$ cat src/hw/pdp8Pkg.sv
/* Machine-level PDP-8 definitions: 12-bit words and addresses, 4K core.
   OPR bit positions follow the standard group 1 and group 2 layouts. */
package pdp8Pkg;

  typedef logic [11:0] word_t;
  typedef logic [11:0] addr_t;
  typedef logic [2:0]  opcode_t;

  // Full 4K field, no extended memory
  localparam int memWords = 4096;

  // Auto-index locations on page zero
  localparam addr_t autoIdxLo = 12'o0010;
  localparam addr_t autoIdxHi = 12'o0017;

  // Major opcodes
  localparam opcode_t opAND = 3'o0;
  localparam opcode_t opTAD = 3'o1;
  localparam opcode_t opISZ = 3'o2;
  localparam opcode_t opDCA = 3'o3;
  localparam opcode_t opJMS = 3'o4;
  localparam opcode_t opJMP = 3'o5;
  localparam opcode_t opIOT = 3'o6;
  localparam opcode_t opOPR = 3'o7;

  // Memory-reference fields
  localparam int opLsb   = 9;
  localparam int indBit  = 8;
  localparam int pageBit = 7;
  localparam int offsetW = 7;

  // OPR group select
  localparam int grp2Bit = 8;
  localparam int grp3Bit = 0;

  // Group 1 micro-ops
  localparam int claBit   = 7;
  localparam int cllBit   = 6;
  localparam int cmaBit   = 5;
  localparam int cmlBit   = 4;
  localparam int rarBit   = 3;
  localparam int ralBit   = 2;
  localparam int twiceBit = 1;
  localparam int iacBit   = 0;

  // Group 2 tests, CLA shares bit 7 with group 1
  localparam int smaBit   = 6;
  localparam int szaBit   = 5;
  localparam int snlBit   = 4;
  localparam int senseBit = 3;
  localparam int hltBit   = 1;

endpackage

$ cat src/hw/panelLamps.sv
/* One register stage behind the machine state.
   Instruction lamps go dark whenever the machine is halted. */
`timescale 1ns/1ps

module panelLamps (
  input  logic           CLK,
  input  logic           rstN,
  input  pdp8Pkg::addr_t pc,
  input  pdp8Pkg::word_t ir,
  input  pdp8Pkg::word_t acValue,
  input  logic           link,
  input  logic           running,
  output pdp8Pkg::addr_t lampPc,
  output pdp8Pkg::word_t lampAc,
  output logic           lampLink,
  output logic           lampRun,
  output logic [7:0]     lampInst
);

  always_ff @(posedge CLK) begin
    if (!rstN) begin
      lampPc   <= '0;
      lampAc   <= '0;
      lampLink <= 1'b0;
      lampRun  <= 1'b0;
      lampInst <= '0;
    end else begin
      lampPc   <= pc;
      lampAc   <= acValue;
      lampLink <= link;
      lampRun  <= running;
      // One-hot in opcode order, AND is bit 0
      lampInst <= running ? (8'b1 << ir[pdp8Pkg::opLsb +: $bits(pdp8Pkg::opcode_t)]) : 8'b0;
    end
  end

endmodule

$ cat config.mk
export PLATFORM = sky130hd
export DESIGN_NAME = panelLamps
export DESIGN_NICKNAME = d
export VERILOG_FILES = /design/src/hw/pdp8Pkg.sv /design/src/hw/panelLamps.sv
export SDC_FILE = /design/constraint.sdc
export NUM_CORES = 1
export LEC_CHECK = 0
export BUFFER_PORTS_ARGS = -buffer_cell sky130_fd_sc_hd__buf_2
export CORE_MARGIN = 2
export CORE_UTILIZATION = 25
export CTS_CLUSTER_DIAMETER = 40
export CTS_CLUSTER_SIZE = 20
export DETAILED_ROUTE_END_ITERATION = 16
export GPL_TIMING_DRIVEN = 1
export PLACE_DENSITY_LB_ADDON = 0.05
export SLEW_MARGIN = 20
export SYNTH_ARGS = -nofsm -noshare
export SYNTH_HDL_FRONTEND = slang
export SYNTH_SLANG_ARGS = --single-unit
$ cat constraint.sdc
create_clock -name CLK -period 1.2 [get_ports CLK]
set_input_delay 0.24 -clock CLK [delete_from_list [all_inputs] [get_ports CLK]]
set_output_delay 0.24 -clock CLK [all_outputs]
set_load 0.02 [all_outputs]
==> results.py <==
metrics = {
    "run_status": {
        "outcome": "finished clean",
    },
    "place": {
        "dp_cells": 186,
        "port_buffers": 64,
        "place_congestion": 0.557,
        "dp_hpwl_mm": 1.44,
    },
    "sta": {
        "relSlewSlack_pct": 87.9,
        "fmax_ghz": 1.01,
        "worst_pin_slew_ns": 0.181,
        "slew_violations": 0,
        "tns_ns": 0,
        "finalHoldViolCount": 0,
        "min_period_over_period_pct": 82.6,
        "rsz0062_at_grt": "false",
        "setup_viol": 0,
        "finalCriticalPeriod_ns": 0.991,
    },
    "yosys": {
        "synth_area_leaders": "dfxtp_1 74%, and2_1 14%, and2_2 4.9%, nor2_1 2.4%, nand2b_1 1.4%",
        "synth_top_area_share_pct": 73.8,
        "synth_warnings": 0,
        "synth_simple_gate_area_share_pct": 25.1,
        "synth-xor-area-share_pct": 0,
        "synth_area_um2": 922,
        "synth_compound_area_share_pct": 0,
        "synth_top_family_by_area": "simple AND/OR/NAND/NOR gates",
        "muxShareOfSynthArea_pct": 0,
        "synth_largest_area_cell": "dfxtp_1",
        "yosys.cell_types.count": 10,
        "syn_avg_cell_area_um2": 12.3,
        "synthAdderAreaFrac_pct": 0,
        "yosysSeqAreaShare_pct": 73.8,
        "synth-seq-cells": 34,
        "syn_nets": 115,
        "synthCells": 75,
    },
    "cts": {
        "cts.clk_slew.worst_paths_ns": 0.07,
        "cts_tree": "done",
        "root_buffer": "clkbuf_8",
        "post-cts-setup-buffers": 0,
        "numClockSinks": 34,
        "cts_made_buffers": 5,
        "ctsResizeCount": 0,
        "cts_max_level": 2,
        "cts_hold_buf": 0,
        "clock_path_buffers": 2,
    },
    "floorplanning": {
        "die_w_um": 64.7,
        "row_count": 22,
        "coreArea_um2": 3610,
        "die_area_um2": 4190,
        "initial_core_util_pct": 25.6,
        "die_height_um": 64.7,
        "pin_count": 74,
    },
    "detailed_routing": {
        "first_iter_violations": 11,
        "drc_errors": 0,
        "viasPerCell": 3.74,
        "wirelength_mm": 1.84,
        "first_pass_iters": 2,
        "drtAntennaViolNets": 0,
        "wire_per_inst_um": 9.55,
        "num_vias": 721,
    },
    "grt": {
        "grt_pass1_wl_mm": 2.93,
        "track_usage_pct": 9.97,
        "grt_overflow_total": 0,
        "grt_start_max_net_pins": 17,
        "antenna_found_initial": 0,
        "first_global_vias": 703,
    },
    "finish": {
        "nets": 185,
        "final_core_util_pct": 38.2,
        "drive_gt1_share_pct": 53.8,
        "final_common_cell": "buf_2",
        "insertedDiodeCount": 0,
        "syn_to_final_growth_pct": 49.5,
        "post_layout_nonfiller_instances": 193,
        "layout_common_cells": "64 x buf_2, 34 x dfxtp_1, 20 x and2_1",
    },
    "hold_path": {
        "whs_endpoint": "lampPc[5]",
        "holdPathStages": 2,
        "hp-class": "in2reg",
        "hold_start": "pc[5]",
    },
    "worst_setup_path": {
        "slowest_stage": "dfxtp_1",
        "worst_ep_required_time_ns": 0.96,
        "crit_path_end_kind": "output port",
        "critPathKind": "reg2out",
        "max_stage_delay_ns": 0.32,
        "start_kind": "flop",
        "arrival_ns": 0.75,
        "cp_num_buf_inv": 1,
        "critical_path.top_delay_family": "flip-flops",
        "path_cells": "buf_2",
        "crit_path_max_fanout": 1,
    },
    "power": {
        "power_density_nw_per_um2": 1570,
        "peakVddDrop_mv": 0.543,
        "p_total_mw": 2.16,
        "total_leakage_power_nw": 0.708,
    },
    "job": {
        "cap_violations": 0,
    },
}
metal layers:
layer | GRT usage [%] | wire [µm] | vias to the layer above
met5 | 0 | 0 | -
met4 | 5.59 | 18 | 0
met3 | 6.60 | 173 | 2
met2 | 17.4 | 981 | 32
met1 | 8.41 | 669 | 320
li1 | - | - | 367
flip-flops by register name, summed over array words and instances, names as in the netlist:
signal	count
lampAc	12
lampInst	8
lampLink	1
lampPc	12
lampRun	1
where the power goes:
part | switching, mW | internal, mW | leakage [nW] | total, mW
Combinational | 0.120 | 0.0972 | 0.383 | 0.217
Clock | 0.365 | 0.388 | 0.0438 | 0.753
Sequential | 0.0102 | 1.18 | 0.281 | 1.19
synthesized netlist by cell type:
cell,instances
dfxtp_1,34
and2_1,20
and2_2,6
nor2_1,6
clkbuf_2,2
nand2b_1,2
nor3_1,2
nand2_1,1
nand3_1,1
nand3b_1,1
cell type report:
type | instances | area [µm²]
multi-input cells | 39 | 231
clock buffers | 5 | 68.8
clock inverters | 2 | 10.0
repair buffers | 65 | 328
well taps | 48 | 60.1
flip-flops and latches | 34 | 681
fillers | 390 | 2230
through the flow:
stage / area (µm²) / setup WS [ns] / hold WS, ns
CTS: 1380 / 0.188 / 0.155
floorplan: 922 / 0.565 / 0.317
finish: 1380 / 0.209 / 0.166
detailed placement: 1300 / 0.307 / 0.449
global placement: 1300 / 0.340 / 0.446
global route: 1380 / 0.155 / 0.151
worst max-delay path by stage:
| stage | startpoint | to | cells after the start |
|---|---|---|---|
| 3_5_place_dp | rstN | lampInst[0] | 3 |
| 3_3_place_gp | rstN | lampPc[6] | 3 |
| 6_report | lampInst[2] | lampInst[2] | 1 |
| 2_1_floorplan | lampAc[0] | lampAc[0] | 0 |
| 4_1_cts | lampInst[5] | lampInst[5] | 1 |
| 5_1_grt | lampPc[3] | lampPc[3] | 1 |
cells by family (layout without fill, tap and decap cells):
logic type,Yosys count,in the layout
AND/OR/NAND/NOR,39,39
buffers and inverters,2,72
flip-flops,34,34
No activity file was read; power rests on OpenSTA's default activity.
