**config.mk**
```make
export PLATFORM = sky130hd
export DESIGN_NAME = frontPanel
export DESIGN_NICKNAME = d
export VERILOG_FILES = /design/src/hw/pdp8Pkg.sv /design/src/hw/cpuCtrlPkg.sv /design/src/hw/frontPanel.sv
export SDC_FILE = /design/constraint.sdc
export NUM_CORES = 1
export LEC_CHECK = 0
export ABC_AREA = 1
export BUFFER_PORTS_ARGS = -buffer_cell sky130_fd_sc_hd__buf_2
export CAP_MARGIN = 20
export CORE_AREA = 2 2 42 63
export DETAILED_ROUTE_END_ITERATION = 10
export DIE_AREA = 0 0 44 65
export PLACE_DENSITY = 0.83
export SETUP_SLACK_MARGIN = 0.15
export SLEW_MARGIN = 25
export SYNTH_ARGS = -nofsm -noshare
export SYNTH_HDL_FRONTEND = slang
export SYNTH_SLANG_ARGS = --single-unit
```
**constraint.sdc**
```tcl
create_clock -name CLK -period 2.2 [get_ports CLK]
set_input_delay 0.11 -clock CLK [delete_from_list [all_inputs] [get_ports CLK]]
set_output_delay 0.11 -clock CLK [all_outputs]
set_load 0.02 [all_outputs]
```
**src/hw/pdp8Pkg.sv**
```systemverilog
/* Machine-level PDP-8 definitions: 12-bit words and addresses, 4K core.
   OPR bit positions follow the standard group 1 and group 2 layouts. */
package pdp8Pkg;

  typedef logic [11:0] word_t;
  typedef logic [11:0] addr_t;
  typedef logic [2:0]  opcode_t;

  // Full 4K field, no extended memory
  localparam int memWords = 4096;

  // Auto-index locations on page zero
  localparam addr_t autoIdxLo = 12'o0010;
  localparam addr_t autoIdxHi = 12'o0017;

  // Major opcodes
  localparam opcode_t opAND = 3'o0;
  localparam opcode_t opTAD = 3'o1;
  localparam opcode_t opISZ = 3'o2;
  localparam opcode_t opDCA = 3'o3;
  localparam opcode_t opJMS = 3'o4;
  localparam opcode_t opJMP = 3'o5;
  localparam opcode_t opIOT = 3'o6;
  localparam opcode_t opOPR = 3'o7;

  // Memory-reference fields
  localparam int opLsb   = 9;
  localparam int indBit  = 8;
  localparam int pageBit = 7;
  localparam int offsetW = 7;

  // OPR group select
  localparam int grp2Bit = 8;
  localparam int grp3Bit = 0;

  // Group 1 micro-ops
  localparam int claBit   = 7;
  localparam int cllBit   = 6;
  localparam int cmaBit   = 5;
  localparam int cmlBit   = 4;
  localparam int rarBit   = 3;
  localparam int ralBit   = 2;
  localparam int twiceBit = 1;
  localparam int iacBit   = 0;

  // Group 2 tests, CLA shares bit 7 with group 1
  localparam int smaBit   = 6;
  localparam int szaBit   = 5;
  localparam int snlBit   = 4;
  localparam int senseBit = 3;
  localparam int hltBit   = 1;

endpackage

```
**src/hw/cpuCtrlPkg.sv**
```systemverilog
/* Sequencer states and the structs passed between panel, sequencer, AC and memory.
   Depends on pdp8Pkg for word and address widths. */
package cpuCtrlPkg;

  // One major state per cycle
  typedef enum logic [2:0] {
    IDLE,
    FETCH_ADDR,
    FETCH_READ,
    DEFER_READ,
    AUTOINC_WRITE,
    EXEC_READ,
    EXEC_WRITE,
    EXEC_SKIP
  } majorState_e;

  // Accumulator operation select
  typedef enum logic [1:0] {
    AC_NONE,
    AC_AND,
    AC_TAD,
    AC_OPR
  } acOp_e;

  // Single memory port request, read data comes back a cycle later
  typedef struct packed {
    pdp8Pkg::addr_t addr;
    pdp8Pkg::word_t wdata;
    logic           wr;
  } memReq_t;

  // AC control, oprWord is IR[8:0]
  typedef struct packed {
    acOp_e          op;
    pdp8Pkg::word_t operand;
    logic [8:0]     oprWord;
    logic           load;
  } acCtrl_t;

  // Panel strobes toward the sequencer
  typedef struct packed {
    logic           start;
    pdp8Pkg::addr_t startAddr;
    logic           clear;
  } panelCmd_t;

endpackage

```
**src/hw/frontPanel.sv**
```systemverilog
/* Panel access to memory only while halted; deposits while running are dropped.
   Strobes are single-cycle pulses from the switch debouncers. */
`timescale 1ns/1ps

module frontPanel (
  input  logic                CLK,
  input  logic                rstN,
  input  logic                clearSw,
  input  logic                runSw,
  input  logic                depositSw,
  input  pdp8Pkg::addr_t      switchAddr,
  input  pdp8Pkg::word_t      switchData,
  input  pdp8Pkg::addr_t      examAddr,
  input  logic                haltPulse,
  input  cpuCtrlPkg::memReq_t cpuReq,
  output cpuCtrlPkg::panelCmd_t cmd,
  output logic                running,
  output cpuCtrlPkg::memReq_t memReq
);

  // Run flip-flop
  // Clear beats halt, halt beats run
  always_ff @(posedge CLK) begin
    if (!rstN || clearSw) begin
      running <= 1'b0;
    end else if (haltPulse) begin
      running <= 1'b0;
    end else if (runSw) begin
      running <= 1'b1;
    end
  end

  // Start only from halt, sequencer loads PC on the same edge as the run flop
  assign cmd.start     = runSw && !running;
  assign cmd.startAddr = switchAddr;
  // Clear takes effect on the edge that samples it
  assign cmd.clear     = clearSw;

  // Memory port owner
  always_comb begin
    if (running) begin
      // Processor owns the port
      memReq = cpuReq;
    end else if (depositSw) begin
      // Deposit writes switch data at the switch address
      memReq = '{addr: switchAddr, wdata: switchData, wr: 1'b1};
    end else begin
      // Idle panel keeps reading the examine address
      memReq = '{addr: examAddr, wdata: switchData, wr: 1'b0};
    end
  end

endmodule

```
==> flow_metrics.env <==
export IMPL_largest_reg_flops=1
export IMPL_grt_pass1_vias=929
export IMPL_drive_above_1_share_pct=46.2
export IMPL_worstPathRequired_ns=2.09
export IMPL_syn_nets=218
export IMPL_worst_pin_slew_ns=0.469
export IMPL_cts_resized=0
export IMPL_power_density_nw_per_um2=241
export IMPL_yosysWarningCount=0
export IMPL_ys_dominant_reg_cell="dfxtp_1"
export IMPL_grt_max_degree=25
export IMPL_grt_overflow=0
export IMPL_cp_slowest_cell="dfxtp_1"
export IMPL_drt_iter0_drc=15
export IMPL_dieArea_sq_um=2860
export IMPL_grt_total_usage_pct=15.0
export IMPL_cp_max_fo=24
export IMPL_status="complete, no violations"
export IMPL_critPathKind="register to output pin"
export IMPL_slew_violations=0
export IMPL_grt_most_used_layer="met2"
export IMPL_ios=107
export IMPL_grt_antenna_before_repair=0
export IMPL_crit_reg2reg_capture="running$_SDFFE_PP0P_"
export IMPL_area_delta_synth_final_pct=59.9
export IMPL_dp_hpwl_mm=1.98
export IMPL_synth_top_area_cell="nand2_1"
export IMPL_cap_viol_max_count=0
export IMPL_rsz0062_at_grt="no"
export IMPL_ys_ff_latch=1
export IMPL_clkTransAtPathRegs_ns=0
export IMPL_regToRegSetupSlack_ns=1.27
export IMPL_max_stage_delay_ns=0.59
export IMPL_synth_area_per_cell_sq_um=4.55
export IMPL_period_needed_ns=1.37
export IMPL_die_y_um=65
export IMPL_cp_start_kind="register"
export IMPL_clock_fmax_ghz=0.731
export IMPL_num_antenna_cells=0
export IMPL_synth_edff_count=0
export IMPL_grtUsageMet1_pct=17.6
export IMPL_clk_insertion_delay_late_ns=0
export IMPL_coreArea_sq_um=2370
export IMPL_grt_pass1_wl_mm=3.56
export IMPL_nNetsFinal=307
export IMPL_dr_pass1_iters=2
export IMPL_syn_area_sq_um=687
export IMPL_wl_per_cell_um=8.82
export IMPL_whs_path_depth=2
export IMPL_use_met3_pct=0
export IMPL_fin_setup_tns_ns=0
export IMPL_place_congestion=0.825
export IMPL_via_per_inst=4.18
export IMPL_rr_worst_depth=2
export IMPL_slew_headroom_pct=68.7
export IMPL_end_kind="output pin"
export IMPL_start_util_pct=29.0
export IMPL_ant_nets=0
export IMPL_fp_row_count=22
export IMPL_synth_async_reset_ratio_pct=0
export IMPL_drc=0
export IMPL_dpl_worst_slack_ns=0.807
export IMPL_totalPowerFinal_mw=0.264
export IMPL_arrival_ns=1.26
export IMPL_synth_top_cell_area_share_pct=47.0
export IMPL_wirelength_mm=2.31
export IMPL_finalSetupViolCount=0
export IMPL_grt_use_met2_pct=30.5
export IMPL_post_route_period_util_pct=62.2
export IMPL_port_buffers=106
export IMPL_cts_hold_repair_buffers=0
export IMPL_largest_register="running"
export IMPL_reg_top3="running (1)"
export IMPL_min_to="running$_SDFFE_PP0P_"
export IMPL_p_leak_nw=0.836
export IMPL_min_delay_start="haltPulse"
export IMPL_vias=1096
export IMPL_synth_common_cells="nand2_1 (86), inv_1 (26), buf_4 (15), nand3_1 (12), buf_6 (3)"
export IMPL_reg2reg_from="running$_SDFFE_PP0P_"
export IMPL_hold_viol=0
export IMPL_yosys_top_cells_area="nand2_1 (47%), buf_4 (16%), inv_1 (14%)"
export IMPL_irDropWorstVdd_uv=128
export IMPL_die_w_um=44
export IMPL_setup_ws_ns=0.832
export IMPL_critical_path_cell_chain="inv_2, nand3_1, nand2_1, buf_2"
export IMPL_synth_distinct_cells=11
export IMPL_post_cts_buffers=0
export IMPL_synth_cells=151
export IMPL_yosysSeqAreaShare_pct=2.91
export IMPL_hold_path_class="input pin to register"
export IMPL_fin_skew_ns=0
export IMPL_synth_most_common_cell="nand2_1"
==> cells by family after synthesis <==
kind of cell	share of synthesized area (%)
AND/OR/NAND/NOR	58.3
buffers and inverters	38.1
flip-flops	2.91
AO/OA/AOI/OAI	0.728
==> layout by cell type (no fill, tap or decap), drive strengths merged <==
master  instances
buf           107
nand2          86
inv            28
nand3          12
nor2            2
o21ai           1
nor3            1
dfxtp           1
==> power by group <==
group,internal (mW),switching [mW]
clock network,0,0
logic,0.100,0.143
registers,0.0191,0.00203
total,0.119,0.145
==> worst max path at each step <==
stage | start | end | slack [ns] | depth (start not counted)
2_1_floorplan | running$_SDFFE_PP0P_ | cmd[13] | 1.10 | 3
3_3_place_gp | running$_SDFFE_PP0P_ | memReq[21] | 0.82 | 4
3_5_place_dp | running$_SDFFE_PP0P_ | memReq[23] | 0.81 | 4
4_1_cts | running$_SDFFE_PP0P_ | memReq[23] | 0.80 | 4
5_1_grt | running$_SDFFE_PP0P_ | memReq[22] | 0.63 | 4
6_report | running$_SDFFE_PP0P_ | memReq[23] | 0.83 | 4
==> routing by layer <==
metal	up-vias	share of wire, %
met5	-	0
met4	0	0
met3	0	5.8
met2	38	56
met1	462	38
li1	596	-
==> metrics by stage <==
stage | util (%) | cells | hold slack, ns | area, sq um
2_1_floorplan | - | 151 | 0.179 | 687
3_3_place_gp | 46.4 | 262 | 0.277 | 1100
3_5_place_dp | 46.4 | 262 | 0.286 | 1100
4_1_cts | 46.4 | 262 | 0.286 | 1100
5_1_grt | 46.4 | 262 | 0.287 | 1100
6_report | 46.4 | 262 | 0.282 | 1100
==> cell type report <==
cell class | instances | area, sq um
fill | 291 | 1270
inverter | 28 | 105
multi-input combinational | 102 | 405
timing repair buffer | 107 | 538
tap | 24 | 30.0
sequential | 1 | 20.0
==> critical path, delay by kind of cell, from the launching register on <==
| family | cells | cell delay, ns |
|---|---|---|
| flops | 1 | 0.59 |
| buf+inv | 2 | 0.44 |
| simple gates | 2 | 0.22 |
Note: power is estimated with default switching activity, not from simulation.
