## config.mk

```make
export PLATFORM = sky130hd
export DESIGN_NAME = accumulatorUnit
export DESIGN_NICKNAME = d
export VERILOG_FILES = /design/src/hw/pdp8Pkg.sv /design/src/hw/cpuCtrlPkg.sv /design/src/hw/accumulatorUnit.sv
export SDC_FILE = /design/constraint.sdc
export NUM_CORES = 1
export LEC_CHECK = 0
export BUFFER_PORTS_ARGS = -buffer_cell sky130_fd_sc_hd__buf_2
export CAP_MARGIN = 20
export CORE_MARGIN = 1
export CORE_UTILIZATION = 36
export CTS_BUF_LIST = sky130_fd_sc_hd__clkbuf_16
export CTS_CLUSTER_SIZE = 8
export DETAILED_ROUTE_END_ITERATION = 10
export PLACE_DENSITY = 0.55
export SETUP_SLACK_MARGIN = 0.3
export SLEW_MARGIN = 20
export SYNTH_ARGS = -nofsm -noshare
export SYNTH_HDL_FRONTEND = slang
export SYNTH_SLANG_ARGS = --single-unit
```

## constraint.sdc

```tcl
create_clock -name CLK -period 4.54 [get_ports CLK]
set_input_delay 0.681 -clock CLK [delete_from_list [all_inputs] [get_ports CLK]]
set_output_delay 0.681 -clock CLK [all_outputs]
set_load 0.01 [all_outputs]
```

## src/hw/pdp8Pkg.sv

```systemverilog
/* Machine-level PDP-8 definitions: 12-bit words and addresses, 4K core.
   OPR bit positions follow the standard group 1 and group 2 layouts. */
package pdp8Pkg;

  typedef logic [11:0] word_t;
  typedef logic [11:0] addr_t;
  typedef logic [2:0]  opcode_t;

  // Full 4K field, no extended memory
  localparam int memWords = 4096;

  // Auto-index locations on page zero
  localparam addr_t autoIdxLo = 12'o0010;
  localparam addr_t autoIdxHi = 12'o0017;

  // Major opcodes
  localparam opcode_t opAND = 3'o0;
  localparam opcode_t opTAD = 3'o1;
  localparam opcode_t opISZ = 3'o2;
  localparam opcode_t opDCA = 3'o3;
  localparam opcode_t opJMS = 3'o4;
  localparam opcode_t opJMP = 3'o5;
  localparam opcode_t opIOT = 3'o6;
  localparam opcode_t opOPR = 3'o7;

  // Memory-reference fields
  localparam int opLsb   = 9;
  localparam int indBit  = 8;
  localparam int pageBit = 7;
  localparam int offsetW = 7;

  // OPR group select
  localparam int grp2Bit = 8;
  localparam int grp3Bit = 0;

  // Group 1 micro-ops
  localparam int claBit   = 7;
  localparam int cllBit   = 6;
  localparam int cmaBit   = 5;
  localparam int cmlBit   = 4;
  localparam int rarBit   = 3;
  localparam int ralBit   = 2;
  localparam int twiceBit = 1;
  localparam int iacBit   = 0;

  // Group 2 tests, CLA shares bit 7 with group 1
  localparam int smaBit   = 6;
  localparam int szaBit   = 5;
  localparam int snlBit   = 4;
  localparam int senseBit = 3;
  localparam int hltBit   = 1;

endpackage

```

## src/hw/cpuCtrlPkg.sv

```systemverilog
/* Sequencer states and the structs passed between panel, sequencer, AC and memory.
   Depends on pdp8Pkg for word and address widths. */
package cpuCtrlPkg;

  // One major state per cycle
  typedef enum logic [2:0] {
    IDLE,
    FETCH_ADDR,
    FETCH_READ,
    DEFER_READ,
    AUTOINC_WRITE,
    EXEC_READ,
    EXEC_WRITE,
    EXEC_SKIP
  } majorState_e;

  // Accumulator operation select
  typedef enum logic [1:0] {
    AC_NONE,
    AC_AND,
    AC_TAD,
    AC_OPR
  } acOp_e;

  // Single memory port request, read data comes back a cycle later
  typedef struct packed {
    pdp8Pkg::addr_t addr;
    pdp8Pkg::word_t wdata;
    logic           wr;
  } memReq_t;

  // AC control, oprWord is IR[8:0]
  typedef struct packed {
    acOp_e          op;
    pdp8Pkg::word_t operand;
    logic [8:0]     oprWord;
    logic           load;
  } acCtrl_t;

  // Panel strobes toward the sequencer
  typedef struct packed {
    logic           start;
    pdp8Pkg::addr_t startAddr;
    logic           clear;
  } panelCmd_t;

endpackage

```

## src/hw/accumulatorUnit.sv

```systemverilog
/* AC and link; group 2 skip is combinational from the AC before the load edge.
   Group 3 words leave AC and link unchanged. */
`timescale 1ns/1ps

module accumulatorUnit (
  input  logic                CLK,
  input  logic                rstN,
  input  logic                clear,
  input  cpuCtrlPkg::acCtrl_t ctl,
  output pdp8Pkg::word_t      acValue,
  output logic                link,
  output logic                skip
);

  pdp8Pkg::word_t acNext;
  logic           linkNext;
  logic [12:0]    la;
  logic [12:0]    sum;
  logic           incCarry;
  logic           skipTest;
  logic           isGrp2;
  logic           isGrp3;

  assign isGrp2 = ctl.oprWord[pdp8Pkg::grp2Bit];
  assign isGrp3 = isGrp2 && ctl.oprWord[pdp8Pkg::grp3Bit];

  // TAD carry out of bit 0
  assign sum = {1'b0, acValue} + {1'b0, ctl.operand};

  // OR of selected conditions, sense bit inverts to an AND of the negations
  assign skipTest = (ctl.oprWord[pdp8Pkg::smaBit] && acValue[11]) ||
                    (ctl.oprWord[pdp8Pkg::szaBit] && (acValue == '0)) ||
                    (ctl.oprWord[pdp8Pkg::snlBit] && link);
  assign skip = isGrp2 && !isGrp3 && (skipTest ^ ctl.oprWord[pdp8Pkg::senseBit]);

  // Group 1 chain, la is {link, AC}
  always_comb begin
    la       = {link, acValue};
    incCarry = 1'b0;
    // 1: clear
    if (ctl.oprWord[pdp8Pkg::claBit]) la[11:0] = '0;
    if (ctl.oprWord[pdp8Pkg::cllBit]) la[12] = 1'b0;
    // 2: complement
    if (ctl.oprWord[pdp8Pkg::cmaBit]) la[11:0] = ~la[11:0];
    if (ctl.oprWord[pdp8Pkg::cmlBit]) la[12] = ~la[12];
    // 3: increment, carry flips link
    if (ctl.oprWord[pdp8Pkg::iacBit]) begin
      {incCarry, la[11:0]} = {1'b0, la[11:0]} + 13'd1;
      la[12] = la[12] ^ incCarry;
    end
    // 4: rotate through link, twice bit alone is BSW
    if (ctl.oprWord[pdp8Pkg::rarBit]) begin
      la = ctl.oprWord[pdp8Pkg::twiceBit] ? {la[1:0], la[12:2]} : {la[0], la[12:1]};
    end else if (ctl.oprWord[pdp8Pkg::ralBit]) begin
      la = ctl.oprWord[pdp8Pkg::twiceBit] ? {la[10:0], la[12:11]} : {la[11:0], la[12]};
    end else if (ctl.oprWord[pdp8Pkg::twiceBit]) begin
      la = {la[12], la[5:0], la[11:6]};
    end
  end

  always_comb begin
    acNext   = acValue;
    linkNext = link;
    case (ctl.op)
      cpuCtrlPkg::AC_AND: acNext = acValue & ctl.operand;
      cpuCtrlPkg::AC_TAD: begin
        acNext   = sum[11:0];
        linkNext = link ^ sum[12];
      end
      cpuCtrlPkg::AC_OPR: begin
        if (!isGrp2) begin
          {linkNext, acNext} = la;
        end else if (!isGrp3 && ctl.oprWord[pdp8Pkg::claBit]) begin
          // Group 2 CLA after the skip test
          acNext = '0;
        end
      end
      default: acNext = acValue;
    endcase
  end

  always_ff @(posedge CLK) begin
    if (!rstN || clear) begin
      acValue <= '0;
      link    <= 1'b0;
    end else if (ctl.load) begin
      acValue <= acNext;
      link    <= linkNext;
    end
  end

endmodule

```

==> results_dict.tcl <==
set metrics [dict create \
    run_status "finished, final reports clean" \
    core_sq_um 6490 \
    dp_cells 455 \
    path_buf_inv 2 \
    ys_warn_count 0 \
    antenna_found_initial 0 \
    overflow 0 \
    worstPathCellList "buf_2, clkinv_1, xnor2_1, ha_1, nand2_1, nor2b_1, nand3_1, xnor2_1, o211ai_1, a31oi_1, a21boi_1" \
    critPathCaptureType "flop" \
    yosys.area.top_type "dfxtp_1" \
    maxSlewHeadroom_pct 39.0 \
    power.leakage_nw 1.12 \
    tritoncts "built" \
    post_cts_resized 0 \
    rows 29 \
    power_density_nw_per_um2 192 \
    grt_use_total_pct 23.6 \
    synth.avg_cell_area_sq_um 6.92 \
    synth_seq_cells 13 \
    dieHeight_um 85.2 \
    tightestPinTransition_ns 0.912 \
    slew_violations 0 \
    cp_top_family "XOR/XNOR gates" \
    drtIter0Drc 172 \
    maxCapViolCount 0 \
    synth_area_leaders "dfxtp_1 (10%), xnor2_1 (8.1%), ha_1 (7.5%)" \
    cts_buffers 3 \
    cpMaxStageDelayCell "xnor2_1" \
    first_pass_iters 5 \
    switching_share_pct 38.7 \
    htreeDepth 1 \
    cpPeakStageDelay_ns 0.53 \
    gp_congestion 0.950 \
    p_sw_uw 207 \
    io_pins 41 \
    critical_path_peak_fanout 28 \
    die_w_um 85.2 \
    critPathArrivalTime_ns 3.57 \
    synth.distinct_cells 64 \
    rsz0062_at_grt "no" \
    pwr-share-clk_pct 31.7 \
    intPower_uw 327 \
    combinationalPowerShare_pct 43.1 \
    fin_skew_ns 0.00468 \
    clock-sinks 13 \
    cp-start-kind "primary input" \
    fmax_ghz 0.289 \
    async_reset_ff_share_pct 0 \
    clock_path_buffers 2 \
    synth_top_area_share_pct 10.5 \
    finalSetupViolCount 0 \
    routed_wl_um 8500 \
    io_buffers 40 \
    postCtsHoldBufs 0 \
    power_uw 534 \
    diodes 0 \
    placed_area_sq_um 2700 \
    finalHoldViolations 0 \
    vias_per_cell 6.17 \
    fin_util_pct 42.7 \
    pwr-share-seq_pct 25.1 \
    synth_ff_type "dfxtp_1" \
    cp_common_cell "xnor2_1" \
    post_cts_buffers 0 \
    synth.most_common_cell "nand2_1" \
    peakVddDrop_uv 102 \
    vias 2834 \
    netlist_area_sq_um 2490 \
    setup-tns-final_ns 0 \
    layout.nets 426 \
    cts.root.buffer_cell "clkbuf_16" \
    die_area_sq_um 7250 \
    synthCells 360 \
    hpwlAfterDp_um 6610 \
    syn_to_final_growth_pct 11.4 \
    drc 0 \
    antenna_left 0 \
    routedWlPerCell_um 18.5 \
    seq_area_frac_synth_pct 10.5 \
    post-route-min-period_ns 3.45 \
    synthTopCellsByCount "nand2_1 (32), nor2_1 (25), o21ai_0 (25)" \
    grt_max_degree 29 \
    syn_nets 403 \
    fin_crit_sh_pct 76.1 \
    critical_path_class "primary input to flop" \
    hold_path.class "flop to flop" \
    synth-edff-count 0 \
    clock_latency_ns 0.25 \
    start_util_pct 38.3 \
    grt_pass1_vias 2598 \
    fillers 691 \
    finalNonFillerCells 459 \
    cp.required_ns 4.65 \
    grt_pass1_wl_um 13700 \
    clkTransAtPathRegs_ns 0.05 \
    drive_above_1_share_pct 13.1 \
    stdcell_area_sq_um 2770 \
    r2r_slack_ns 1.61 \
]
==> worst reg2reg max path: stages (launching register included) <==
cell	delay, ns
dfxtp_1	0.60
nor2b_1	0.22
xnor2_1	0.15
ha_1	0.29
nand2_1	0.18
nor2b_1	0.26
nand3_1	0.12
xnor2_1	0.53
o211ai_1	0.15
a31oi_1	0.21
a21boi_1	0.08
==> power by group through the flow <==
stage / registers, mW / clock network (mW) / logic (mW)
floorplan: 0.130 / 0 / 0.170
global placement: 0.136 / 0 / 0.226
detailed placement: 0.136 / 0 / 0.226
CTS: 0.134 / 0.169 / 0.227
global route: 0.135 / 0.175 / 0.256
finish: 0.134 / 0.169 / 0.230
==> kinds of logic (layout without fill, tap and decap cells) <==
| logic type | count (synthesis) | after routing | share of synthesized area (%) |
|---|---|---|---|
| compound gates | 134 | 134 | 37.6 |
| xor+xnor | 25 | 25 | 8.79 |
| fa+ha+maj | 16 | 16 | 8.34 |
| buf+inv | 36 | 58 | 5.78 |
| flops | 13 | 13 | 10.5 |
| mux | 4 | 4 | 1.66 |
| simple gates | 132 | 132 | 27.3 |
==> registers in the layout, indices dropped and copies added (netlist names) <==
name,flops
link,1
acValue,12
==> through the flow <==
step           worst slack, ns  hold slack (ns)
2_1_floorplan             1.78            0.602
3_3_place_gp              1.05            0.670
3_5_place_dp             0.925            0.674
4_1_cts                   1.17            0.685
5_1_grt                  0.740            0.726
6_report                  1.09            0.683
==> area by class of cell <==
cell class	count	area, sq um	share of cell area, %
multi-input cells	311	2090	75.2
inverters	14	52.6	1.89
well taps	77	96.3	3.47
repair buffers	40	200	7.22
clock inverters	1	3.75	0.135
flip-flops and latches	13	260	9.38
clock buffers	3	75.1	2.71
==> layer usage <==
metal | GRT usage [%] | vias to the layer above | part of all wire, %
li1 | - | 1415 | -
met1 | 34.8 | 1319 | 49
met2 | 37.0 | 100 | 45
met3 | 4.67 | 0 | 6.3
met4 | 1.23 | 0 | 0
met5 | 0 | - | 0
==> final timing paths <==
check / to / from / cells after the start
worst max-delay path: acValue[1]$_SDFFE_PP0P_ / ctl[6] / 11
worst min-delay path: acValue[7]$_SDFFE_PP0P_ / acValue[7]$_SDFFE_PP0P_ / 2
worst max register to register: acValue[1]$_SDFFE_PP0P_ / acValue[1]$_SDFFE_PP0P_ / 10
worst min register to register: acValue[7]$_SDFFE_PP0P_ / acValue[7]$_SDFFE_PP0P_ / 2
==> placed cells by master (no fill, tap or decap), types with 3 or more instances in the layout <==
cell type,count
buf_2,40
nand2_1,32
nor2_1,25
o21ai_0,25
xnor2_1,23
a21oi_1,22
ha_1,15
inv_1,14
dfxtp_1,13
nor2b_1,11
nor3_1,11
a211oi_1,9
nand3_1,9
a31oi_1,9
nand2b_1,8
o211ai_1,8
a221oi_1,8
and2_1,6
nor4_1,5
nand4_1,5
and3_1,5
o21bai_1,5
a21o_1,5
or2_2,4
nand3b_1,4
a22oi_1,3
o31ai_1,3
a311oi_1,3
mux2i_1,3
o21a_1,3
clkbuf_16,3
No activity file was read; power rests on OpenSTA's default activity.
