===== src/hw/pdp8Pkg.sv =====
/* Machine-level PDP-8 definitions: 12-bit words and addresses, 4K core.
   OPR bit positions follow the standard group 1 and group 2 layouts. */
package pdp8Pkg;

  typedef logic [11:0] word_t;
  typedef logic [11:0] addr_t;
  typedef logic [2:0]  opcode_t;

  // Full 4K field, no extended memory
  localparam int memWords = 4096;

  // Auto-index locations on page zero
  localparam addr_t autoIdxLo = 12'o0010;
  localparam addr_t autoIdxHi = 12'o0017;

  // Major opcodes
  localparam opcode_t opAND = 3'o0;
  localparam opcode_t opTAD = 3'o1;
  localparam opcode_t opISZ = 3'o2;
  localparam opcode_t opDCA = 3'o3;
  localparam opcode_t opJMS = 3'o4;
  localparam opcode_t opJMP = 3'o5;
  localparam opcode_t opIOT = 3'o6;
  localparam opcode_t opOPR = 3'o7;

  // Memory-reference fields
  localparam int opLsb   = 9;
  localparam int indBit  = 8;
  localparam int pageBit = 7;
  localparam int offsetW = 7;

  // OPR group select
  localparam int grp2Bit = 8;
  localparam int grp3Bit = 0;

  // Group 1 micro-ops
  localparam int claBit   = 7;
  localparam int cllBit   = 6;
  localparam int cmaBit   = 5;
  localparam int cmlBit   = 4;
  localparam int rarBit   = 3;
  localparam int ralBit   = 2;
  localparam int twiceBit = 1;
  localparam int iacBit   = 0;

  // Group 2 tests, CLA shares bit 7 with group 1
  localparam int smaBit   = 6;
  localparam int szaBit   = 5;
  localparam int snlBit   = 4;
  localparam int senseBit = 3;
  localparam int hltBit   = 1;

endpackage


===== src/hw/cpuCtrlPkg.sv =====
/* Sequencer states and the structs passed between panel, sequencer, AC and memory.
   Depends on pdp8Pkg for word and address widths. */
package cpuCtrlPkg;

  // One major state per cycle
  typedef enum logic [2:0] {
    IDLE,
    FETCH_ADDR,
    FETCH_READ,
    DEFER_READ,
    AUTOINC_WRITE,
    EXEC_READ,
    EXEC_WRITE,
    EXEC_SKIP
  } majorState_e;

  // Accumulator operation select
  typedef enum logic [1:0] {
    AC_NONE,
    AC_AND,
    AC_TAD,
    AC_OPR
  } acOp_e;

  // Single memory port request, read data comes back a cycle later
  typedef struct packed {
    pdp8Pkg::addr_t addr;
    pdp8Pkg::word_t wdata;
    logic           wr;
  } memReq_t;

  // AC control, oprWord is IR[8:0]
  typedef struct packed {
    acOp_e          op;
    pdp8Pkg::word_t operand;
    logic [8:0]     oprWord;
    logic           load;
  } acCtrl_t;

  // Panel strobes toward the sequencer
  typedef struct packed {
    logic           start;
    pdp8Pkg::addr_t startAddr;
    logic           clear;
  } panelCmd_t;

endpackage


===== src/hw/instrSequencer.sv =====
/* Major-state sequencer; relies on read-first memory during the auto-index write.
   IOT and group 3 words run as no-ops. */
`timescale 1ns/1ps

module instrSequencer (
  input  logic                  CLK,
  input  logic                  rstN,
  input  cpuCtrlPkg::panelCmd_t cmd,
  input  logic                  running,
  input  pdp8Pkg::word_t        rdata,
  input  pdp8Pkg::word_t        acValue,
  input  logic                  skip,
  output cpuCtrlPkg::memReq_t   memReq,
  output cpuCtrlPkg::acCtrl_t   acCtl,
  output logic                  haltPulse,
  output pdp8Pkg::addr_t        pc,
  output pdp8Pkg::word_t        ir
);

  cpuCtrlPkg::majorState_e state, stateNext;
  pdp8Pkg::addr_t  pcNext;
  pdp8Pkg::addr_t  ea, eaNext;
  pdp8Pkg::addr_t  eaDirect;
  pdp8Pkg::addr_t  ptrTarget;
  pdp8Pkg::word_t  inst;
  pdp8Pkg::opcode_t opcode;
  logic            irLoad;
  logic            isGrp3;

  // Page zero window check for auto-index pointers
  function automatic logic inAutoWindow(pdp8Pkg::addr_t a);
    inAutoWindow = (a >= pdp8Pkg::autoIdxLo) && (a <= pdp8Pkg::autoIdxHi);
  endfunction

  // Where a memory-reference instruction goes once its address is known
  function automatic cpuCtrlPkg::majorState_e operandState(pdp8Pkg::opcode_t code);
    case (code)
      pdp8Pkg::opAND, pdp8Pkg::opTAD, pdp8Pkg::opISZ: operandState = cpuCtrlPkg::EXEC_READ;
      pdp8Pkg::opDCA, pdp8Pkg::opJMS:                 operandState = cpuCtrlPkg::EXEC_WRITE;
      // JMP is done once the address is known
      default:                                        operandState = cpuCtrlPkg::FETCH_ADDR;
    endcase
  endfunction

  // Instruction arrives on rdata during FETCH_READ, IR holds it afterwards
  assign inst   = (state == cpuCtrlPkg::FETCH_READ) ? rdata : ir;
  assign opcode = inst[pdp8Pkg::opLsb +: $bits(pdp8Pkg::opcode_t)];
  assign isGrp3 = inst[pdp8Pkg::grp2Bit] && inst[pdp8Pkg::grp3Bit];

  // Page zero or current page, PC still points at the instruction here
  assign eaDirect = inst[pdp8Pkg::pageBit] ?
                    {pc[11:pdp8Pkg::offsetW], inst[pdp8Pkg::offsetW-1:0]} :
                    {{(12-pdp8Pkg::offsetW){1'b0}}, inst[pdp8Pkg::offsetW-1:0]};

  // Pointer read back is pre-increment data, so add the auto-index step here
  assign ptrTarget = rdata + {11'b0, inAutoWindow(ea)};

  always_comb begin
    stateNext = state;
    pcNext    = pc;
    eaNext    = ea;
    irLoad    = 1'b0;
    haltPulse = 1'b0;
    memReq    = '{addr: pc, wdata: acValue, wr: 1'b0};
    acCtl     = '{op: cpuCtrlPkg::AC_NONE, operand: rdata, oprWord: ir[8:0], load: 1'b0};
    case (state)
      cpuCtrlPkg::IDLE: begin
        if (cmd.start) begin
          pcNext    = cmd.startAddr;
          stateNext = cpuCtrlPkg::FETCH_ADDR;
        end
      end
      cpuCtrlPkg::FETCH_ADDR: begin
        // Stop at an instruction boundary once the run flop drops
        stateNext = running ? cpuCtrlPkg::FETCH_READ : cpuCtrlPkg::IDLE;
      end
      cpuCtrlPkg::FETCH_READ: begin
        irLoad      = 1'b1;
        pcNext      = pc + 12'd1;
        eaNext      = eaDirect;
        // Start the operand or pointer read right away
        memReq.addr = eaDirect;
        if (opcode == pdp8Pkg::opIOT || (opcode == pdp8Pkg::opOPR && isGrp3)) begin
          stateNext = cpuCtrlPkg::FETCH_ADDR;
        end else if (opcode == pdp8Pkg::opOPR) begin
          stateNext = cpuCtrlPkg::EXEC_SKIP;
        end else if (inst[pdp8Pkg::indBit]) begin
          stateNext = inAutoWindow(eaDirect) ? cpuCtrlPkg::AUTOINC_WRITE :
                                               cpuCtrlPkg::DEFER_READ;
        end else begin
          stateNext = operandState(opcode);
          if (opcode == pdp8Pkg::opJMP) begin
            pcNext = eaDirect;
          end
        end
      end
      cpuCtrlPkg::AUTOINC_WRITE: begin
        // Bump pointer in place, same edge reads back the old value
        memReq    = '{addr: ea, wdata: rdata + 12'd1, wr: 1'b1};
        stateNext = cpuCtrlPkg::DEFER_READ;
      end
      cpuCtrlPkg::DEFER_READ: begin
        eaNext      = ptrTarget;
        memReq.addr = ptrTarget;
        stateNext   = operandState(opcode);
        if (opcode == pdp8Pkg::opJMP) begin
          pcNext = ptrTarget;
        end
      end
      cpuCtrlPkg::EXEC_READ: begin
        if (opcode == pdp8Pkg::opISZ) begin
          memReq    = '{addr: ea, wdata: rdata + 12'd1, wr: 1'b1};
          // Operand of 7777 wraps to zero
          stateNext = (rdata == 12'o7777) ? cpuCtrlPkg::EXEC_SKIP : cpuCtrlPkg::FETCH_ADDR;
        end else begin
          acCtl.op      = (opcode == pdp8Pkg::opAND) ? cpuCtrlPkg::AC_AND : cpuCtrlPkg::AC_TAD;
          acCtl.operand = rdata;
          acCtl.load    = 1'b1;
          // Overlap next fetch with the AC load
          memReq.addr   = pc;
          stateNext     = cpuCtrlPkg::FETCH_READ;
        end
      end
      cpuCtrlPkg::EXEC_WRITE: begin
        memReq.addr = ea;
        memReq.wr   = 1'b1;
        if (opcode == pdp8Pkg::opJMS) begin
          // Return address is the already incremented PC
          memReq.wdata = pc;
          pcNext       = ea + 12'd1;
        end else begin
          // DCA clears AC by ANDing with zero
          acCtl.op      = cpuCtrlPkg::AC_AND;
          acCtl.operand = '0;
          acCtl.load    = 1'b1;
        end
        stateNext = cpuCtrlPkg::FETCH_ADDR;
      end
      cpuCtrlPkg::EXEC_SKIP: begin
        stateNext = cpuCtrlPkg::FETCH_ADDR;
        if (opcode == pdp8Pkg::opISZ) begin
          pcNext = pc + 12'd1;
        end else begin
          acCtl.op   = cpuCtrlPkg::AC_OPR;
          acCtl.load = 1'b1;
          // skip is already gated to group 2 in the AC unit
          if (skip) begin
            pcNext = pc + 12'd1;
          end
          if (ir[pdp8Pkg::grp2Bit] && ir[pdp8Pkg::hltBit]) begin
            haltPulse = 1'b1;
            stateNext = cpuCtrlPkg::IDLE;
          end
        end
      end
      default: stateNext = cpuCtrlPkg::IDLE;
    endcase
  end

  always_ff @(posedge CLK) begin
    if (!rstN || cmd.clear) begin
      state <= cpuCtrlPkg::IDLE;
      pc    <= '0;
      ir    <= '0;
    end else begin
      state <= stateNext;
      pc    <= pcNext;
      if (irLoad) begin
        ir <= rdata;
      end
    end
  end

  // Effective address register
  always_ff @(posedge CLK) begin
    ea <= eaNext;
  end

endmodule


===== config.mk =====
export PLATFORM = sky130hd
export DESIGN_NAME = instrSequencer
export DESIGN_NICKNAME = d
export VERILOG_FILES = /design/src/hw/pdp8Pkg.sv /design/src/hw/cpuCtrlPkg.sv /design/src/hw/instrSequencer.sv
export SDC_FILE = /design/constraint.sdc
export NUM_CORES = 1
export LEC_CHECK = 0
export BUFFER_PORTS_ARGS = -buffer_cell sky130_fd_sc_hd__buf_2
export CORE_MARGIN = 2
export CORE_UTILIZATION = 50
export CTS_CLUSTER_SIZE = 25
export DETAILED_ROUTE_END_ITERATION = 10
export HOLD_SLACK_MARGIN = 0.06
export PLACE_DENSITY = 0.82
export REMOVE_ABC_BUFFERS = 1
export SETUP_SLACK_MARGIN = 0.2
export SYNTH_ARGS = -nofsm -noshare
export SYNTH_HDL_FRONTEND = slang
export SYNTH_SLANG_ARGS = --single-unit

===== constraint.sdc =====
create_clock -name CLK -period 7.98 [get_ports CLK]
set_input_delay 2.394 -clock CLK [delete_from_list [all_inputs] [get_ports CLK]]
set_output_delay 2.394 -clock CLK [all_outputs]
set_load 0.005 [all_outputs]

==> impl_metrics.json <==
{
  "status": "complete, no violations",
  "p_leak_nw": 1.871,
  "synthDistinctLibCells": 64,
  "finalNetCount": 641,
  "cts.sinks": 39,
  "postCtsSetupBuffers": 0,
  "start_kind": "primary input",
  "cts_tree": "yes",
  "hold_slack_ns": 0.5221,
  "post_synth_inst_count": 515,
  "synth_top_area_share_pct": 13.95,
  "h-tree-depth": 2,
  "avgSynthCellArea_sq_um": 7.524,
  "grt_max_degree": 31,
  "overflow": 0,
  "netlist_area_sq_um": 3875,
  "timing_hold_violations_final": 0,
  "avgRoutedWirePerCell_um": 19.32,
  "min_path_cells": 2,
  "crit_chain": "buf_2, ha_1, ha_1, nand3_1, nor3_1, xnor2_1, nor2_1, a221o_1, buf_2",
  "r2r_start": "ea[8]",
  "power_density_nw_per_um2": 98.19,
  "drc": 0,
  "reg2reg_to": "pc[10]",
  "critical_path.slowest_cell": "nor3_1",
  "clk_latency_ns": 0.30,
  "crit_buf_inv": 2,
  "final.setup.tns_ns": 0,
  "dp_hpwl_mm": 9.859,
  "grt_use_total_pct": 31.11,
  "clock_skew_ns": 0.003723,
  "synth_ff_type": "dfxtp_1",
  "min_period_over_period_pct": 81.57,
  "maxCapViolations": 0,
  "slew_headroom_pct": 32.23,
  "ys_seq_elements": 39,
  "drive_above_1_share_pct": 23.23,
  "slew_violations": 0,
  "hold_start": "ir[3]",
  "firstDrtPassIters": 5,
  "clk_pin_slew_ns": 0.09,
  "r2r_cells": 11,
  "critPathMaxFanout": 10,
  "cp.arrival_ns": 4.12,
  "synthArstFlopShare_pct": 0,
  "grt_pass1_vias": 3996,
  "design_area_sq_um": 4458,
  "cts_buffer_depth": 2,
  "vias_per_cell": 6.326,
  "dieHeight_um": 92.04,
  "yosysTopAreaCell": "dfxtp_1",
  "cts_buffers": 5,
  "coreArea_sq_um": 7607,
  "diodes": 0,
  "holdCritPathClass": "flop to flop",
  "critical_path_required_ns": 5.59,
  "layout_commonest_cell": "buf_2",
  "cp_slowest_stage_delay_ns": 0.28,
  "r2r_setup_slack_ns": 4.80,
  "end_kind": "output port",
  "dieArea_sq_um": 8470,
  "start_util_pct": 50.94,
  "whs_endpoint": "ir[3]",
  "fillers": 756,
  "clk_root_buffer_cell": "clkbuf_8",
  "cts_resized": 0,
  "layout_common_cells": "buf_2 (115), nor2_1 (66), nand2_1 (47)",
  "placed_cell_area_sq_um": 4365,
  "synth-edff-count": 12,
  "tightest_slew_ns": 1.013,
  "ctsHoldBuffers": 0,
  "final_cell_count_no_fill": 696,
  "vias": 4403,
  "num_io_pins": 116,
  "peakVddDrop_uv": 60.02,
  "ys_warn_count": 0,
  "area_delta_synth_final_pct": 15.05,
  "period_minus_slack_ns": 6.509,
  "fmax_ghz": 0.1536,
  "first_iter_violations": 444,
  "cp_top_family": "simple AND/OR/NAND/NOR gates",
  "dieWidth_um": 92.04,
  "setup_viol_count_final": 0,
  "rows": 32,
  "ant_nets": 0,
  "drt_wl_total_mm": 13.45,
  "rsz0062_at_grt": "no",
  "post-place-cells": 688,
  "port_buffers": 115,
  "ys_seq_area_share_pct": 23.25,
  "place_congestion": 0.9789,
  "synth_area_leaders": "dfxtp_1 (14%), edfxtp_1 (9.3%), nor2_1 (6.4%)",
  "criticalPathCategory": "primary input to output port",
  "antenna_found_initial": 0,
  "grt_pass1_wl_mm": 20.78
}
[worst register-to-register path, delay by kind of cell (launching register included)]
family | cells | cell delay, ns
AND/OR/NAND/NOR | 6 | 1.40
AO/OA/AOI/OAI | 2 | 0.54
XOR/XNOR | 1 | 0.14
adder cells (fa/ha/maj) | 2 | 0.46
flip-flops | 1 | 0.49
[metrics by stage]
step,power (W),util [%],setup WS (ns)
finish,0.0004377,58.60,1.471
floorplan,0.0002511,-,1.985
detailed placement,0.0002934,57.38,1.471
global placement,0.0002923,57.38,1.542
global route,0.0004535,58.60,1.329
CTS,0.0004364,58.60,1.473
[worst max path at each step]
stage                        start    endpoint  slack (ns)  cells past startpoint
after floorplan           rdata[0]  memReq[21]        1.99                      7
after global placement    rdata[0]  memReq[23]        1.54                      9
after detailed placement  rdata[0]  memReq[21]        1.47                      9
after CTS                 rdata[0]  memReq[21]        1.47                      9
after global routing      rdata[0]  memReq[21]        1.33                      9
final                     rdata[0]  memReq[21]        1.47                      9
[report_power, final]
group / switching, W / internal (W)
clock: 0.0000841 / 0.0000627
combinational: 0.0000459 / 0.0000342
sequential: 0.00000561 / 0.000205
[state kept, by name (all words and copies together), names as in the netlist]
signal  count
pc         12
ea         12
ir         12
state       3
[routing by layer]
metal	vias to the layer above	global-route usage [%]	wire [um]
met5	-	0	0
met4	0	10.57	396
met3	43	4.437	1571
met2	316	50.49	6074
met1	2032	42.45	5405
li1	2012	-	-
[cell type report]
type | count | area, sq um | area share [%]
repair buffers | 120 | 613.1 | 13.75
inverters | 16 | 60.06 | 1.347
well taps | 102 | 127.6 | 2.863
multi-input cells | 411 | 2664 | 59.75
flip-flops and latches | 39 | 900.9 | 20.21
clock inverters | 3 | 23.77 | 0.5333
clock buffers | 5 | 68.82 | 1.544
[cells in the mapped netlist (all sizes together) (2+ instances only)]
master and number:
nor2 66, nand2 47, buf 30, a21oi 29, xnor2 28, dfxtp 27, o21ai 26, clkbuf 19
nand3 19, nor2b 19, a221o 16, inv 16, a21o 14, xor2 14, edfxtp 12, o211ai 12
mux2i 11, and3 10, a22oi 9, nor3 8, o32ai 8, nand2b 7, nand4 7, ha 6
a211oi 4, o221ai 4, o2bb2ai 4, and2 3, nor4 3, o22ai 3, or3b 3, a2111oi 2
a2bb2oi 2, and4 2, and4bb 2, mux2 2, nor4b 2, or2 2
[cell families after synthesis]
| logic type | share of synthesized area, % |
|---|---|
| xor gates and xnor gates | 9.493 |
| muxes | 4.004 |
| AOI/OAI and AO/OA | 26.25 |
| and+or+nand+nor | 27.06 |
| DFF | 23.25 |
| adders and majority gates | 1.937 |
| buffers and inverters | 8.008 |
Note: power is estimated with default switching activity, not from simulation.
